--- config.mk ---
export PLATFORM = sky130hd
export DESIGN_NAME = registerFile
export DESIGN_NICKNAME = d
export VERILOG_FILES = /design/src/verilog/wordPkg.sv /design/src/verilog/registerFile.sv
export VERILOG_INCLUDE_DIRS = /design/src /design/src/verilog
export SDC_FILE = /design/constraint.sdc
export NUM_CORES = 1
export LEC_CHECK = 0
export BUFFER_PORTS_ARGS = -buffer_cell sky130_fd_sc_hd__buf_2
export CORE_ASPECT_RATIO = 0.6
export CORE_MARGIN = 2
export CORE_UTILIZATION = 40
export CTS_BUF_LIST = sky130_fd_sc_hd__clkbuf_4
export DETAILED_ROUTE_END_ITERATION = 8
export GPL_ROUTABILITY_DRIVEN = 0
export PLACE_DENSITY_LB_ADDON = 0.08
export SETUP_SLACK_MARGIN = 0.15
export SLEW_MARGIN = 30
export SYNTH_ARGS = -nofsm -noshare
export SYNTH_HDL_FRONTEND = slang
export SYNTH_SLANG_ARGS = --single-unit
--- constraint.sdc ---
create_clock -name Clock -period 1.95 [get_ports Clock]
set_input_delay 0.195 -clock Clock [delete_from_list [all_inputs] [get_ports Clock]]
set_output_delay 0.195 -clock Clock [all_outputs]
set_load 0.005 [all_outputs]
--- src/verilog/datapath_defines.svh ---
`ifndef DATAPATH_DEFINES_SVH
`define DATAPATH_DEFINES_SVH

// Data word and multiply result widths
`define DP_WORD_WIDTH 32

// Register file geometry
`define DP_REG_COUNT 16
`define DP_REG_ADDR_WIDTH 4

// ALU operation code
`define DP_ALU_OP_WIDTH 4

`endif

--- src/verilog/wordPkg.sv ---
package wordPkg;

`include "datapath_defines.svh"

    // One data word, as held in registers and on the memory bus
    typedef logic [`DP_WORD_WIDTH-1:0] word;

    // Index into the register file
    typedef logic [`DP_REG_ADDR_WIDTH-1:0] regAddr;

    // Full signed multiply result, high word above low word
    typedef logic [2*`DP_WORD_WIDTH-1:0] product;

endpackage

--- src/verilog/registerFile.sv ---
`timescale 1ns/10ps

module registerFile (
    input  logic            Clock,
    input  logic            rst,
    input  logic            write,
    input  wordPkg::regAddr addrA,
    input  wordPkg::regAddr addrB,
    input  wordPkg::regAddr addrC,
    input  wordPkg::word    writeData,
    output wordPkg::word    readA,
    output wordPkg::word    readB
);

`include "datapath_defines.svh"

    import wordPkg::*;

    // Register 0 is not hardwired, it stores like the others
    word regs [`DP_REG_COUNT];

    always_ff @(posedge Clock) begin
        if (rst) begin
            for (int i = 0; i < `DP_REG_COUNT; i++) begin
                regs[i] <= '0;
            end
        end else if (write) begin
            regs[addrC] <= writeData;
        end
    end

    // Asynchronous reads, a write shows up right after its edge
    assign readA = regs[addrA];
    assign readB = regs[addrB];

endmodule

# After elaboration in Yosys (flattened, before gate mapping)
# Memory sizes are Yosys's and may differ from the RTL's.
# Index checks and enable logic that the tools add are counted.
# W data, S select, Z words.
totals:
  ff_bits: 0
  latch_bits: 0
  ram_bits: 512
  romBits: 0
  input_bits: 47
  output_inout_bits: 64
  memories: 1
memory_table:
  columns: ["name", "words", "word_bits", "rd", "rd_clocked_by_memory_dff", "wr", "line", "rtl"]
  rows:
  - ["regs", 16, 32, 2, 0, 16, "registerFile.sv:20", "word regs [`DP_REG_COUNT];"]
classes:
  n_addsub: 0
  multipliers: 0
  n_div: 0
  order_cmp: 0
  eq_ne: 0
  shift: 0
  muxes: 8
  bitwise: 0
  reduce_logical: 1
op_table:
  columns: ["operator", "count"]
  rows:
  - ["$mux W32", 1]
  - ["$reduce_or A32 Y1", 1]
  - ["$mux W1", 6]
  - ["$mux W4", 1]

# Logic depth before layout (Yosys ltp)
logic_depth:
  ltp_word: 5
  ltp_mapped: 5

# Worst setup path after synthesis
# OpenSTA, ideal clock, no wires.
synth_timing:
  path_kind: "input -> register"
  from: "input addrC[2]"
  to: "memory regs[0][0] in the netlist's numbering, enable pin"
  setup_time_ns: 0.375
  arrival_ns: 1.485
  required_time_ns: 1.575
  setup_slack_ns: 0.091
  path_stages: 3
  path_buffers: 0
  cell_sequence: "or4b_4 -> nor3_4 -> or2_2"
synth_lines:
  columns: ["element", "line", "rtl"]
  rows:
  - ["from (decl)", "registerFile.sv:9", "input wordPkg::regAddr addrC,"]
  - ["to (decl)", "registerFile.sv:20", null]

==> impl_metrics.yaml <==
timing:
  whs_ns: 0.121
  max_slew_margin_pct: 54.2
  fmax_ghz: 0.386
  min_period_ns: 2.59
  rsz0062_at_grt: "true"
  slew_viol_final: 0
  final_hold_viol_count: 0
  fin_ws_ns: -0.639
  fin_crit_sh_pct: 133
  tightest_slew_ns: 0.687
  setup_viol: 64
grt:
  grt_antenna_before_repair: 12
  grt_pass1_vias: 17900
  grt_overflow: 0
  grt_pass1_wl_um: 131000
  grt_max_degree: 33
  track_usage_pct: 27.5
die:
  pin_count: 111
  dieArea_um2: 68600
  placementRows: 73
  die_x_um: 337
  coreArea_um2: 65900
  die_h_um: 204
  start_util_pct: 40.3
synth:
  netlist_instances: 1687
  yosys_warnings: 0
  synth_seq_cells: 512
  avgSynthCellArea_um2: 15.8
  synth_cell_types: 22
  seq_area_frac_synth_pct: 57.8
  syn_nets: 1734
  synthesis.area_um2: 26600
clocking:
  h-tree-depth: 4
  cts-root-buf: "clkbuf_4"
  clock-sinks: 512
  cts_buffers: 131
  cts_buffer_depth: 3
  cts_tree: "done"
  postCtsSetupBuffers: 0
  path_clk_slew_ns: 0.08
pwr:
  ir_worst_vdd_v: 0.000459
  p_leak_nw: 11.4
  p_per_area_nw_per_um2: 817
placement:
  hpwlAfterDp_um: 55900
  portBuffers: 110
  dpl_cell_area_um2: 29700
finish:
  final_area_um2: 32100
  nets: 1985
  multi_input_area_um2: 11000
  reg_top3: "regs (512)"
  area.growth.synth_to_final_pct: 20.8
  largest-register: "regs"
  drive_gt1_share_pct: 42.7
  register_area_um2: 15400
  largest_reg_flops: 512
  fillers: 5714
drt:
  ant_nets: 0
  drtPass1Iterations: 5
  vias: 17200
  wl_per_cell_um: 31.6
  vias_per_cell: 5.90
  drc_errors: 0
  first_iter_violations: 2143
  routed_wl_um: 92200
critical_path:
  max_stage_delay_ns: 0.48
  cp-end-kind: "output port"
  path_class: "reg -> out"
  path_depth: 5
  path_max_fanout: 2
  cp_cell_sequence: "mux4_2 > a22oi_2 > buf_4 > nand2_2 > buf_2"
  crit_family: "multiplexers"
  worstPathArrival_ns: 2.39
  crit_path_start_kind: "flop"
  worst_path_max_delay_cell: "mux4_2"
  cp_num_buf_inv: 2
  worst_ep_required_time_ns: 1.75
outcome:
  outcome: "finished, violations left"
  failed_checks: "setup timing"
hold_path:
  hold_path_class: "in -> reg"
  worstHoldPathCells: 4
run:
  drv_cap: 0
-- kinds of logic after synthesis --
kind of cell	Yosys count	share of synthesized area, %
buffers and inverters	168	2.58
DFF	512	57.8
and+or+nand+nor	623	14.3
AOI/OAI and AO/OA	128	3.61
muxes	256	21.7
-- routing by layer --
layer	wire length, µm	part of all wire [%]	GRT usage, %
met5	0	0	0
met4	2130	2.3	8.50
met3	8290	9.0	6.31
met2	40800	44	39.9
met1	41000	44	41.1
-- path summary, 6_finish.rpt --
kind / startpoint / end / slack (ns)
max: regs[9][16]$_SDFFCE_PN0P_ / readB[16] / -0.64
min: addrC[1] / regs[8][18]$_SDFFCE_PN0P_ / 0.12
-- through the flow --
| stage | power (mW) | setup WS (ns) | utilization, % | std cells | setup TNS (ns) |
|---|---|---|---|---|---|
| final | 26.3 | -0.639 | 48.7 | 2920 | -30.91 |
| after global routing | 27.2 | -0.752 | 48.7 | 2916 | -39.39 |
| after CTS | 26.4 | -0.695 | 48.5 | 2912 | -35.94 |
| after detailed placement | 16.7 | -0.0981 | 45.1 | 2673 | -0.887 |
| after global placement | 16.7 | -0.101 | 45.1 | 2673 | -0.565 |
| after floorplan | 15.0 | 0.160 | - | 1687 | 0 |
-- layout by cell type (no fill, tap or decap), types with 32 or more instances in the layout --
cell	count
buf_2	100
and2_2	34
buf_12	74
buf_4	68
mux4_2	256
a22oi_1	62
a22oi_2	66
clkbuf_4	176
nand2_1	48
edfxtp_1	512
and2_1	480
dlygate4sd3_1	32
-- Yosys cell counts, drive strengths merged --
cell	number	area (µm²)
buf	48	229
a22oi	128	961
nor3	4	36.3
nor2b	4	25.0
or2	16	100
nand4bb	2	22.5
nor2	14	75.1
nand2	65	244
mux4	256	5770
nand4b	1	8.76
nand2b	2	12.5
or4b	1	13.8
and2	514	3260
edfxtp	512	15400
clkbuf	120	458
-- layout make-up --
cell class | instances | share of cell area (%)
repair buffers | 286 | 9.20
multi-input cells | 1007 | 34.4
well taps | 900 | 3.51
clock buffers | 176 | 4.11
clock inverters | 31 | 0.880
flip-flops and latches | 512 | 47.9
diodes | 8 | 0.0623
-- worst min-delay path, cell delays in order --
cell    delay [ns]
buf_2         0.20
nor3_4        0.08
buf_12        0.19
and2_1        0.18
-- timing repair --
item	4_1_cts	5_1_grt
hold buffers	32	0
endpoints found under the setup margin	64	64
gates cloned	0	0
hold endpoints to repair	512	0
resized for setup	74	19
pin swaps	74	4
-- where the power goes --
part	total (mW)	switching, mW	internal, mW
sequential	13.1	0.332	12.7
clock	9.54	4.59	4.94
combinational	3.64	1.89	1.75
total	26.3	6.81	19.4
No activity file was read; power rests on OpenSTA's default activity.
