===== src/verilog/datapath_defines.svh =====
`ifndef DATAPATH_DEFINES_SVH
`define DATAPATH_DEFINES_SVH

// Data word and multiply result widths
`define DP_WORD_WIDTH 32

// Register file geometry
`define DP_REG_COUNT 16
`define DP_REG_ADDR_WIDTH 4

// ALU operation code
`define DP_ALU_OP_WIDTH 4

`endif


===== src/verilog/wordPkg.sv =====
package wordPkg;

`include "datapath_defines.svh"

    // One data word, as held in registers and on the memory bus
    typedef logic [`DP_WORD_WIDTH-1:0] word;

    // Index into the register file
    typedef logic [`DP_REG_ADDR_WIDTH-1:0] regAddr;

    // Full signed multiply result, high word above low word
    typedef logic [2*`DP_WORD_WIDTH-1:0] product;

endpackage


===== src/verilog/programCounter.sv =====
`timescale 1ns/10ps

module programCounter (
    input  logic         Clock,
    input  logic         rst,
    input  logic         clear,
    input  logic         enable,
    input  logic         loadImm,
    input  logic         loadReg,
    input  wordPkg::word imm,
    input  wordPkg::word regValue,
    output wordPkg::word value
);

    import wordPkg::*;

    word nextValue;

    // Immediate load wins over register load, then plain increment
    always_comb begin
        if (loadImm) begin
            nextValue = imm;
        end else if (loadReg) begin
            nextValue = regValue;
        end else begin
            nextValue = value + word'(1);
        end
    end

    // Clear does not need the enable
    always_ff @(posedge Clock) begin
        if (rst || clear) begin
            value <= '0;
        end else if (enable) begin
            value <= nextValue;
        end
    end

endmodule


===== config.mk =====
export PLATFORM = sky130hd
export DESIGN_NAME = programCounter
export DESIGN_NICKNAME = d
export VERILOG_FILES = /design/src/verilog/wordPkg.sv /design/src/verilog/programCounter.sv
export VERILOG_INCLUDE_DIRS = /design/src /design/src/verilog
export SDC_FILE = /design/constraint.sdc
export NUM_CORES = 1
export LEC_CHECK = 0
export ABC_CLOCK_PERIOD_IN_PS = 2100
export BUFFER_PORTS_ARGS = -buffer_cell sky130_fd_sc_hd__buf_2
export CORE_MARGIN = 1.5
export CORE_UTILIZATION = 49
export DETAILED_ROUTE_END_ITERATION = 16
export GPL_ROUTABILITY_DRIVEN = 0
export HOLD_SLACK_MARGIN = 0.08
export PLACE_DENSITY = 0.89
export SLEW_MARGIN = 5
export SYNTH_ARGS = -nofsm -noshare
export SYNTH_HDL_FRONTEND = slang
export SYNTH_SLANG_ARGS = --single-unit
export TNS_END_PERCENT = 10

===== constraint.sdc =====
create_clock -name Clock -period 2.1 [get_ports Clock]
set_input_delay 0.42 -clock Clock [delete_from_list [all_inputs] [get_ports Clock]]
set_output_delay 0.42 -clock Clock [all_outputs]
set_load 0.02 [all_outputs]

==> Yosys cells after proc, flatten, opt, wreduce, memory -nomap -nowiden <==
Cells that the tools add are included.
{ "word_totals": {"reg_bits": 32, "latch_bits": 0, "ram_bits": 0, "romBits": 0, "inputBits": 70, "memories": 0} }
{ "op_classes": {"addsub": 1, "n_mul": 0, "div_mod_pow": 0, "order_cmp": 0, "n_eq_ne": 0, "n_shift": 0, "muxes": 2, "n_bitwise": 0, "reduce_logical": 1} }
{ "ops": {"columns": ["op", "count"], "rows": [
  ["$mux 32", 2],
  ["$add 32x1->32 const B", 1],
  ["$logic_or 1x1->1", 1]
]} }

==> Depth between registers and ports, before layout <==
Gate-level depths: netlist of run 1.
{ "depth": {"word_depth": 3, "ltp_mapped": 7, "mapped_depth_nobuf": 6} }

==> Worst setup path after synthesis of run 1 <==
OpenSTA, ideal clock, no wires.
{ "synth_timing": {"path_kind": "flip-flop to flip-flop", "from": "register value[0]", "to": "register value[24]", "setup_ns": 0.127, "t_arrival_ns": 1.915, "setup_slack_ns": 0.058, "path_stages_with_launch": 8, "path_buffers": 1, "path_cell_list": "dfxtp_1 -> ha_1 -> clkbuf_1 -> nand4_1 -> nor4_2 -> nand3_1 -> and4_1 -> or3_1"} }
{ "synth_between": {"elab_chain_cells": 3} }
{ "synth_rtl": {"columns": ["item", "line_no", "rtl"], "rows": [
  ["start: declaration", "programCounter.sv:12", "output wordPkg::word value"],
  ["start signal: assignment", "programCounter.sv:35", "value <= nextValue;"],
  ["$add 32x1->32", "programCounter.sv:26", "nextValue = value + word'(1);"],
  ["$mux 32", "programCounter.sv:23", "end else if (loadReg) begin"],
  ["$mux 32", "programCounter.sv:21", "if (loadImm) begin"]
]} }
No other way between the ends.
A chain may end at the register's enable or synchronous reset.

==> Worst setup path after layout of run 1 <==
{ "layout_timing": {"from": "register value[8]", "to": "register value[31]"} }
Same word-level chain as after synthesis.

==> metrics.md, run 1 <==
| Metric | Value |
|---|---|
| Post-route ant nets | 0 |
| CP peak stage delay | 480 ps |
| Setup TNS | 0 ps |
| Synth Area per Inst | 7.13 um2 |
| Post-Route WL | 8680 um |
| Area grow syn2layout | 28.4% |
| DP Area | 3130 um2 |
| CP Launch Type | flop |
| Fill count | 430 |
| Tightest Pin Transition | about 520 ps |
| Hold slack | 388 ps |
| Tcrit/Tclk final | 0.932 |
| DIE WIDTH | 74.7 um |
| Total core area | between 4000 and 5000 um2 |
| Wire per inst | 16.7 um |
| #FFs+latches synth | 32 |
| Port Buffer Count | between 100 and 150 |
| Rows | 25 |
| Worst EP required | 2320 ps |
| DR iter-0 viols | 337 |
| CP Cell Sequence | nand4_1 -> nor4_4 -> nand3_2 -> or3_1 -> a31oi_1 |
| Max Cap Violations | 0 |
| Critical-path top delay cell | dfxtp_1 |
| # clock sinks | 32 |
| Setup crit end kind | flop |
| Post-CTS Setup Bufs | 0 |
| Number of global-route vias before repair | around 2,900 |
| FF/Latch Area | between 600 and 700 um2 |
| Worst Setup SP | value[8] |
| # DRC | 0 |
| Die Footprint | between 5000 and 6000 um2 |
| N_diodes | 0 |
| CTS Buffer Depth | 2 |
| Clock Latency Late Sink | 300 ps |
| Worst path arrival time | between 2000 and 2500 ps |
| Skew final | around 8.0 ps |
| Nets | 523 |
| Final Setup Violations | 0 |
| Leakage power | 1.38 nW |
| Layout cells sized above 1 | 0.307 |
| Slew Limit Fails | 0 |
| Warnings from Yosys | 0 |
| Initial Util | 0.519 |
| HPWL after DPL | 6310 um |
| CTS root buf | clkbuf_8 |
| Status | finished, final reports clean |
| Htree depth | 2 |
| Tmin final | 1960 ps |
| Synth Instances | 353 |
| Reg2Reg Depth | 5 |
| Family with the most delay on the worst path | simple AND/OR/NAND/NOR gates |
| Crit Path Max Fanout | 8 |
| Netlist cell types | 56 |
| Clk slew on worst S/H paths | roughly 70 ps |
| Grt total ovfl | 0 |
| Total vias in the final route | about 3,300 |
| Worst Path Buf+Inv | 0 |
| Total CTS buffers | 5 |
| RSZ-0062 raised after global routing | no |
| Number of flops mapped to enable cells by yosys | 0 |
| Share of the yosys chip area belonging to registers | 0.255 |
| Fin util | 0.666 |
| Pwr Density | 475 nW/um2 |
| Most used DFF post-synth | dfxtp_1 |
| Max_slew headroom | 0.655 |
| HP Class | in2reg |
| Largest register FFs | 32 |
| Syn Std Cell Area | 2520 um2 |
| Int Pwr | 1.05 mW |
| Critical R2R Launch | value[8] |
| First-pass GRT wire length | 13,700 um |
| Height of the die | 74.7 um |
| NetSw | 0.487 mW |
| Critical path type | reg2reg |
| F_max | 511 MHz |
| Clk network pwr share | 0.334 |
| Combinational share of power | 0.232 |
| Critical Path Sink | value[31] |
| Part of the power in registers | 0.434 |
| Initial antenna violation count | 0 |
| Total iterations of the first detailed-routing run | 7 |
| Total nets after synthesis | roughly 420 |
| Largest net degree at the start of global routing | 35 |
| Top Registers | value (32) |
| CTS tree | yes |
| Top reg by flops | value |
| Top Ports | between 100 and 150 |
| Switching part of the total | 0.317 |
| Reg2reg end | value[31] |
| Final Hold Viols | 0 |
| Post-route cell area | 3230 um2 |
| Crit path depth | 5 |
| Post-synthesis async set-or-reset flop share | 0 |
| Peak VDD IR | 0.000322 V |
| Footprint of the multi-input gates | 1710 um2 |
| Tot GR Track Use | 0.318 |
| Vias per inst | 6.30 |
| R2R Setup Slk | 140 ps |
[cells by family (layout without fill, tap and decap cells)]
logic type,after synthesis,in the layout,share of synthesized area
and+or+nand+nor,137,137,0.310
AOI/OAI and AO/OA,126,126,0.312
buffers and inverters,43,143,0.0676
DFF,32,32,0.255
xor gates and xnor gates,10,10,0.0348
muxes,4,4,0.0159
adders and majority gates,1,1,0.00497
[cells in the mapped netlist (6+ instances only)]
cell       n  share of area
dfxtp_1   32           0.25
o21ai_0   37          0.074
o221ai_1   6          0.021
nor2_1    19          0.028
a21oi_1   37          0.074
clkbuf_1  19          0.028
inv_1     16          0.024
a31oi_1   12          0.030
nor3_1    10          0.020
xnor2_1    7          0.024
nand2_1   38          0.057
nand4_1   10          0.025
nand3_1   14          0.028
[cell usage in the layout, fill, tap and decap left out, types with 3 or more instances in the layout]
cell type	count
a31oi_1	12
a21oi_1	37
nand3_1	14
or4_1	3
mux2i_1	4
dfxtp_1	31
and4_1	4
and3_1	5
nor3_1	10
nor3b_1	3
a221oi_1	4
buf_4	18
and2_1	5
a22oi_1	3
or3_1	3
a221o_1	5
o22ai_1	3
nand4_1	10
xor2_1	3
nor2_1	19
nor2b_1	4
o221ai_1	6
buf_2	101
inv_1	16
nand2b_1	3
xnor2_1	7
o21ai_0	37
o211ai_1	4
nor4_1	3
clkbuf_8	6
nand2_1	38
[worst reg2reg max path, cell delays in order (launching register included)]
cell and delay (ps):
dfxtp_1 480, nand4_1 290, nor4_4 390, nand3_2 190, or3_1 370, a31oi_1 170
[area by class of cell]
cell class,instances,area share
Multi-Input combinational cell,278,0.531
Tap cell,67,0.0259
Clock buffer,8,0.0279
Sequential cell,32,0.199
Inverter,16,0.0186
Timing Repair Buffer,119,0.198
[layer usage]
layer	up-vias	GRT usage	share of wire
li1	1525	-	-
met1	1490	0.417	0.42
met2	224	0.494	0.45
met3	37	0.0750	0.10
met4	0	0.156	0.028
met5	-	0	0
[power groups by stage]
stage               Sequential (mW)  Clock [mW]  Combinational, mW
finish                        0.667       0.513              0.356
global route                  0.670       0.534              0.389
CTS                           0.665       0.509              0.351
detailed placement            0.679           0              0.348
global placement              0.677           0              0.341
floorplan                     0.700           0              0.177
[worst min path at each step]
stage          startpoint         to  slack, ps  cells after the start
2_1_floorplan    value[8]   value[8]        580                      2
3_3_place_gp    value[27]  value[27]        500                      2
3_5_place_dp    value[27]  value[27]        520                      2
4_1_cts            imm[4]   value[4]        390                      3
5_1_grt            imm[4]   value[4]        390                      3
6_report           imm[4]   value[4]        390                      3
[metrics by stage]
| stage | total power, mW | cells | setup WS (ps) |
|---|---|---|---|
| final | 1.54 | 520 | 142 |
| after global routing | 1.59 | 520 | 4.86 |
| after CTS | 1.52 | 520 | 151 |
| after detailed placement | 1.03 | 512 | 192 |
| after global placement | 1.02 | 512 | 282 |
| after floorplan | 0.877 | 353 | 57.6 |
[timing repair]
item / CTS / global route
resized for setup: 0 / 2
endpoints found under the setup margin: 0 / 2
hold buffers: 0 / 0
(Power assumes the default switching activity.)
==> inputs of run 2 (changes only) <==
--- a/config.mk
+++ b/config.mk
@@ -6,14 +6,16 @@
 export SDC_FILE = /design/constraint.sdc
 export NUM_CORES = 1
 export LEC_CHECK = 0
+export ABC_AREA = 1
 export ABC_CLOCK_PERIOD_IN_PS = 2100
 export BUFFER_PORTS_ARGS = -buffer_cell sky130_fd_sc_hd__buf_2
 export CORE_MARGIN = 1.5
-export CORE_UTILIZATION = 49
+export CORE_UTILIZATION = 50
 export DETAILED_ROUTE_END_ITERATION = 16
 export GPL_ROUTABILITY_DRIVEN = 0
 export HOLD_SLACK_MARGIN = 0.08
-export PLACE_DENSITY = 0.89
+export PLACE_DENSITY = 0.9
+export SETUP_SLACK_MARGIN = 0.5
 export SLEW_MARGIN = 5
 export SYNTH_ARGS = -nofsm -noshare
 export SYNTH_HDL_FRONTEND = slang
==> run 2 against run 1 <==
  * Clock skew rose by 0.92 ps
  * Highest routed layer unchanged
  * Sequential share of layout area fell by 0.057 points
  * Die area rose by 2.2%
  * Critical endpoint is now value[28]
  * Final cell count rose by 18%
==> metrics.md, run 2 <==
| Metric | Value |
|---|---|
| Warnings from Yosys | 0 (unchanged) |
| Switching part of the total | 0.306 (-0.0105) |
| Endpoint, Worst Hold | value[3] |
| # DRC | 0 (unchanged) |
| RSZ-0062 raised after global routing | yes |
| Syn Std Cell Area | 2630 um2 (+4.4%) |
| Tcrit/Tclk final | 0.746 (-0.186) |
| Top Ports | 102 (unchanged) |
| Peak VDD IR | 0.000249 V (-23%) |
| Share of the yosys chip area belonging to registers | 0.244 (-0.0108) |
| Synth Area per Inst | 5.83 um2 (-18%) |
| CP peak stage delay | 450 ps (-30 ps) |
| Family with the most delay on the worst path | simple AND/OR/NAND/NOR gates |
| Top-area cell type share of the netlist area | 0.244 (-0.0108) |
| F_max | 638 MHz (+25%) |
| Part of the power in registers | 0.439 (+0.005) |
| Critical path type | reg2reg |
| Post-route ant nets | 0 (unchanged) |
| CTS tree | yes |
| Critical R2R Launch | value[13] |
| Port Buffer Count | 101 (unchanged) |
| Synth cell count leaders | nand2_1, nor2_1, a21oi_1 |
| Worst path arrival time | 1750 ps (-430 ps) |
| HPWL after DPL | 5750 um (-8.9%) |
| Setup TNS | 0 ps (unchanged) |
| CP Cell Sequence | nand2_1 -> nor2_2 -> nand2_1 -> nor2_1 -> nand2_1 -> nand2_1 -> nand3_1 -> nand2_1 -> a21oi_1 |
| Layout cells sized above 1 | 0.293 (-0.0140) |
| Initial antenna violation count | 0 (unchanged) |
| Status | finished, final reports clean |
| Number of flops mapped to enable cells by yosys | 0 (unchanged) |
| Area grow syn2layout | 26.4% |
| HP Class | in2reg |
| NetSw | 0.471 mW (-3.1%) |
| Final Hold Viols | 0 (unchanged) |
| R2R Setup Slk | 530 ps (+390 ps) |
| Skew final | 8.87 ps (+0.920 ps) |
| Nets | 614 (+17%) |
| Total CTS buffers | 5 (unchanged) |
| Grt total ovfl | 0 (unchanged) |
| First-pass GRT wire length | 12,400 um (-9.1%) |
| Total nets after synthesis | 522 (+23%) |
| Reg2reg end | value[28] |
| Die Footprint | 5700 um2 (+2.2%) |
| Slew Limit Fails | 0 (unchanged) |
| Worst Hold Depth | 3 (unchanged) |
| # clock sinks | 32 (unchanged) |
| Initial Util | 0.518 (-0.00122) |
| Most frequent cell after synthesis | nand2_1 |
| DP Area | 3190 um2 (+1.8%) |
| Worst Path Buf+Inv | 0 (unchanged) |
| Number of global-route vias before repair | 2,970 (+2.6%) |
| Largest net degree at the start of global routing | 48 (+37%) |
| Most frequent cells in the layout | nand2_1, buf_2, nor2_1 |
| Most used cell, CP | nand2_1 |
| Critical-path top delay cell | dfxtp_1 |
| Synth Instances | 451 (+28%) |
| Largest register FFs | 32 (unchanged) |
| #FFs+latches synth | 32 (unchanged) |
| Post-synthesis async set-or-reset flop share | 0 (unchanged) |
| Final Power | 1.54 mW (+0.18%) |
| Hold slack | 415 ps (+26.8 ps) |
| Tightest Pin Transition | 367 ps (-150 ps) |
| Area contributors post-synth | dfxtp_1, nand2_1, nor2_1 |
| DR iter-0 viols | 274 (-19%) |
| N_diodes | 0 (unchanged) |
| DIE WIDTH | 75.5 um (+1.1%) |
| Max Cap Violations | 0 (unchanged) |
| Most used DFF post-synth | dfxtp_1 |
| Height of the die | 75.5 um (+1.1%) |
| Combinational share of power | 0.216 (-0.016) |
| Worst Min Path Start | imm[3] |
| Total vias in the final route | 3,360 (+2.6%) |
| CTS Hold Bufs | 0 (unchanged) |
| Tot GR Track Use | 0.276 (-0.0422) |
| Clk network pwr share | 0.344 (+0.010) |
| Htree depth | 2 (unchanged) |
| Tmin final | 1570 ps (-391 ps) |
| CP Launch Type | flop |
| Post-CTS Setup Bufs | 0 (unchanged) |
| Int Pwr | 1.07 mW (+1.7%) |
| Setup crit end kind | flop |
| Max_slew headroom | 0.755 (+0.100) |
| Post-CTS sizing | 0 (unchanged) |
| Reg2Reg Depth | 9 (+4) |
| Leading area contributor after synthesis | dfxtp_1 |
| CTS root buf | clkbuf_8 |
| Clock Latency Late Sink | 290 ps (about the same) |
| Netlist cell types | 28 (-50%) |
| Rows | 26 (+4.0%) |
| Crit Path Max Fanout | 6 (-2) |
| CTS Buffer Depth | 2 (unchanged) |
| Leakage power | 1.42 nW (+2.5%) |
| Worst Setup SP | value[13] |
| Vias per inst | 5.48 (-13%) |
| Total core area | 5070 um2 (+4.7%) |
| Top Registers | value (32) |
| Post-Route WL | 7940 um (-8.5%) |
| Pwr Density | 463 nW/um2 (-2.6%) |
| Clk slew on worst S/H paths | 70 ps (about the same) |
| Top reg by flops | value |
| Post-route cell area | 3320 um2 (+2.8%) |
| Final Setup Violations | 0 (unchanged) |
| Wire per inst | 13.0 um (-22%) |
| Fill count | 485 (+13%) |
| Worst EP required | 2280 ps (-40 ps) |
| Total iterations of the first detailed-routing run | 5 (-2) |
[run 2: worst min-delay path, delay by kind of cell]
family / cells / cell delay, ps
buffers and inverters: 1 / 70
AO/OA/AOI/OAI: 2 / 180
[run 2: worst max path at each step]
stage,to,depth (start not counted)
after floorplan,value[20],10
after global placement,value[6],8
after detailed placement,value[6],8
after CTS,value[6],8
after global routing,value[18],9
final,value[28],9
[run 2: cells by family (layout without fill, tap and decap cells)]
kind of cell,after synthesis,in the layout,share of synthesized area
compound gates,108,108,0.214
xor+xnor,10,10,0.0333
fa+ha+maj,1,1,0.00476
buf+inv,46,138,0.0686
flops,32,32,0.244
simple gates,254,254,0.435
[run 2: cell type report]
cell class                 instances  area, um2  area share
clock buffer                       7       96.3      0.0290
inverter                          24       90.1      0.0271
multi-input combinational        373       1830       0.550
sequential                        32        658       0.198
tap                               70       87.6      0.0264
timing repair buffer             107        563       0.169
[run 2: metrics by stage]
step / cells / setup slack (ps) / utilization
after floorplan: 451 / 521 / -
after global placement: 606 / 587 / 0.628
after detailed placement: 606 / 526 / 0.628
after CTS: 613 / 508 / 0.647
after global routing: 613 / 446 / 0.655
final: 613 / 533 / 0.655
[run 2: layer usage]
layer / part of all wire / vias up / wire length (um) / global-route usage
li1: - / 1665 / - / -
met5: 0 / - / 0 / 0
met3: 0.067 / 14 / 536 / 0.0410
met4: 0.017 / 0 / 134 / 0.0972
met1: 0.42 / 1522 / 3370 / 0.345
met2: 0.49 / 159 / 3900 / 0.482
[run 2: power groups by stage]
stage	registers [mW]	logic, mW	clock network [mW]
finish	0.676	0.333	0.530
global route	0.679	0.375	0.555
CTS	0.671	0.331	0.527
detailed placement	0.684	0.329	0
global placement	0.682	0.324	0
floorplan	0.707	0.171	0
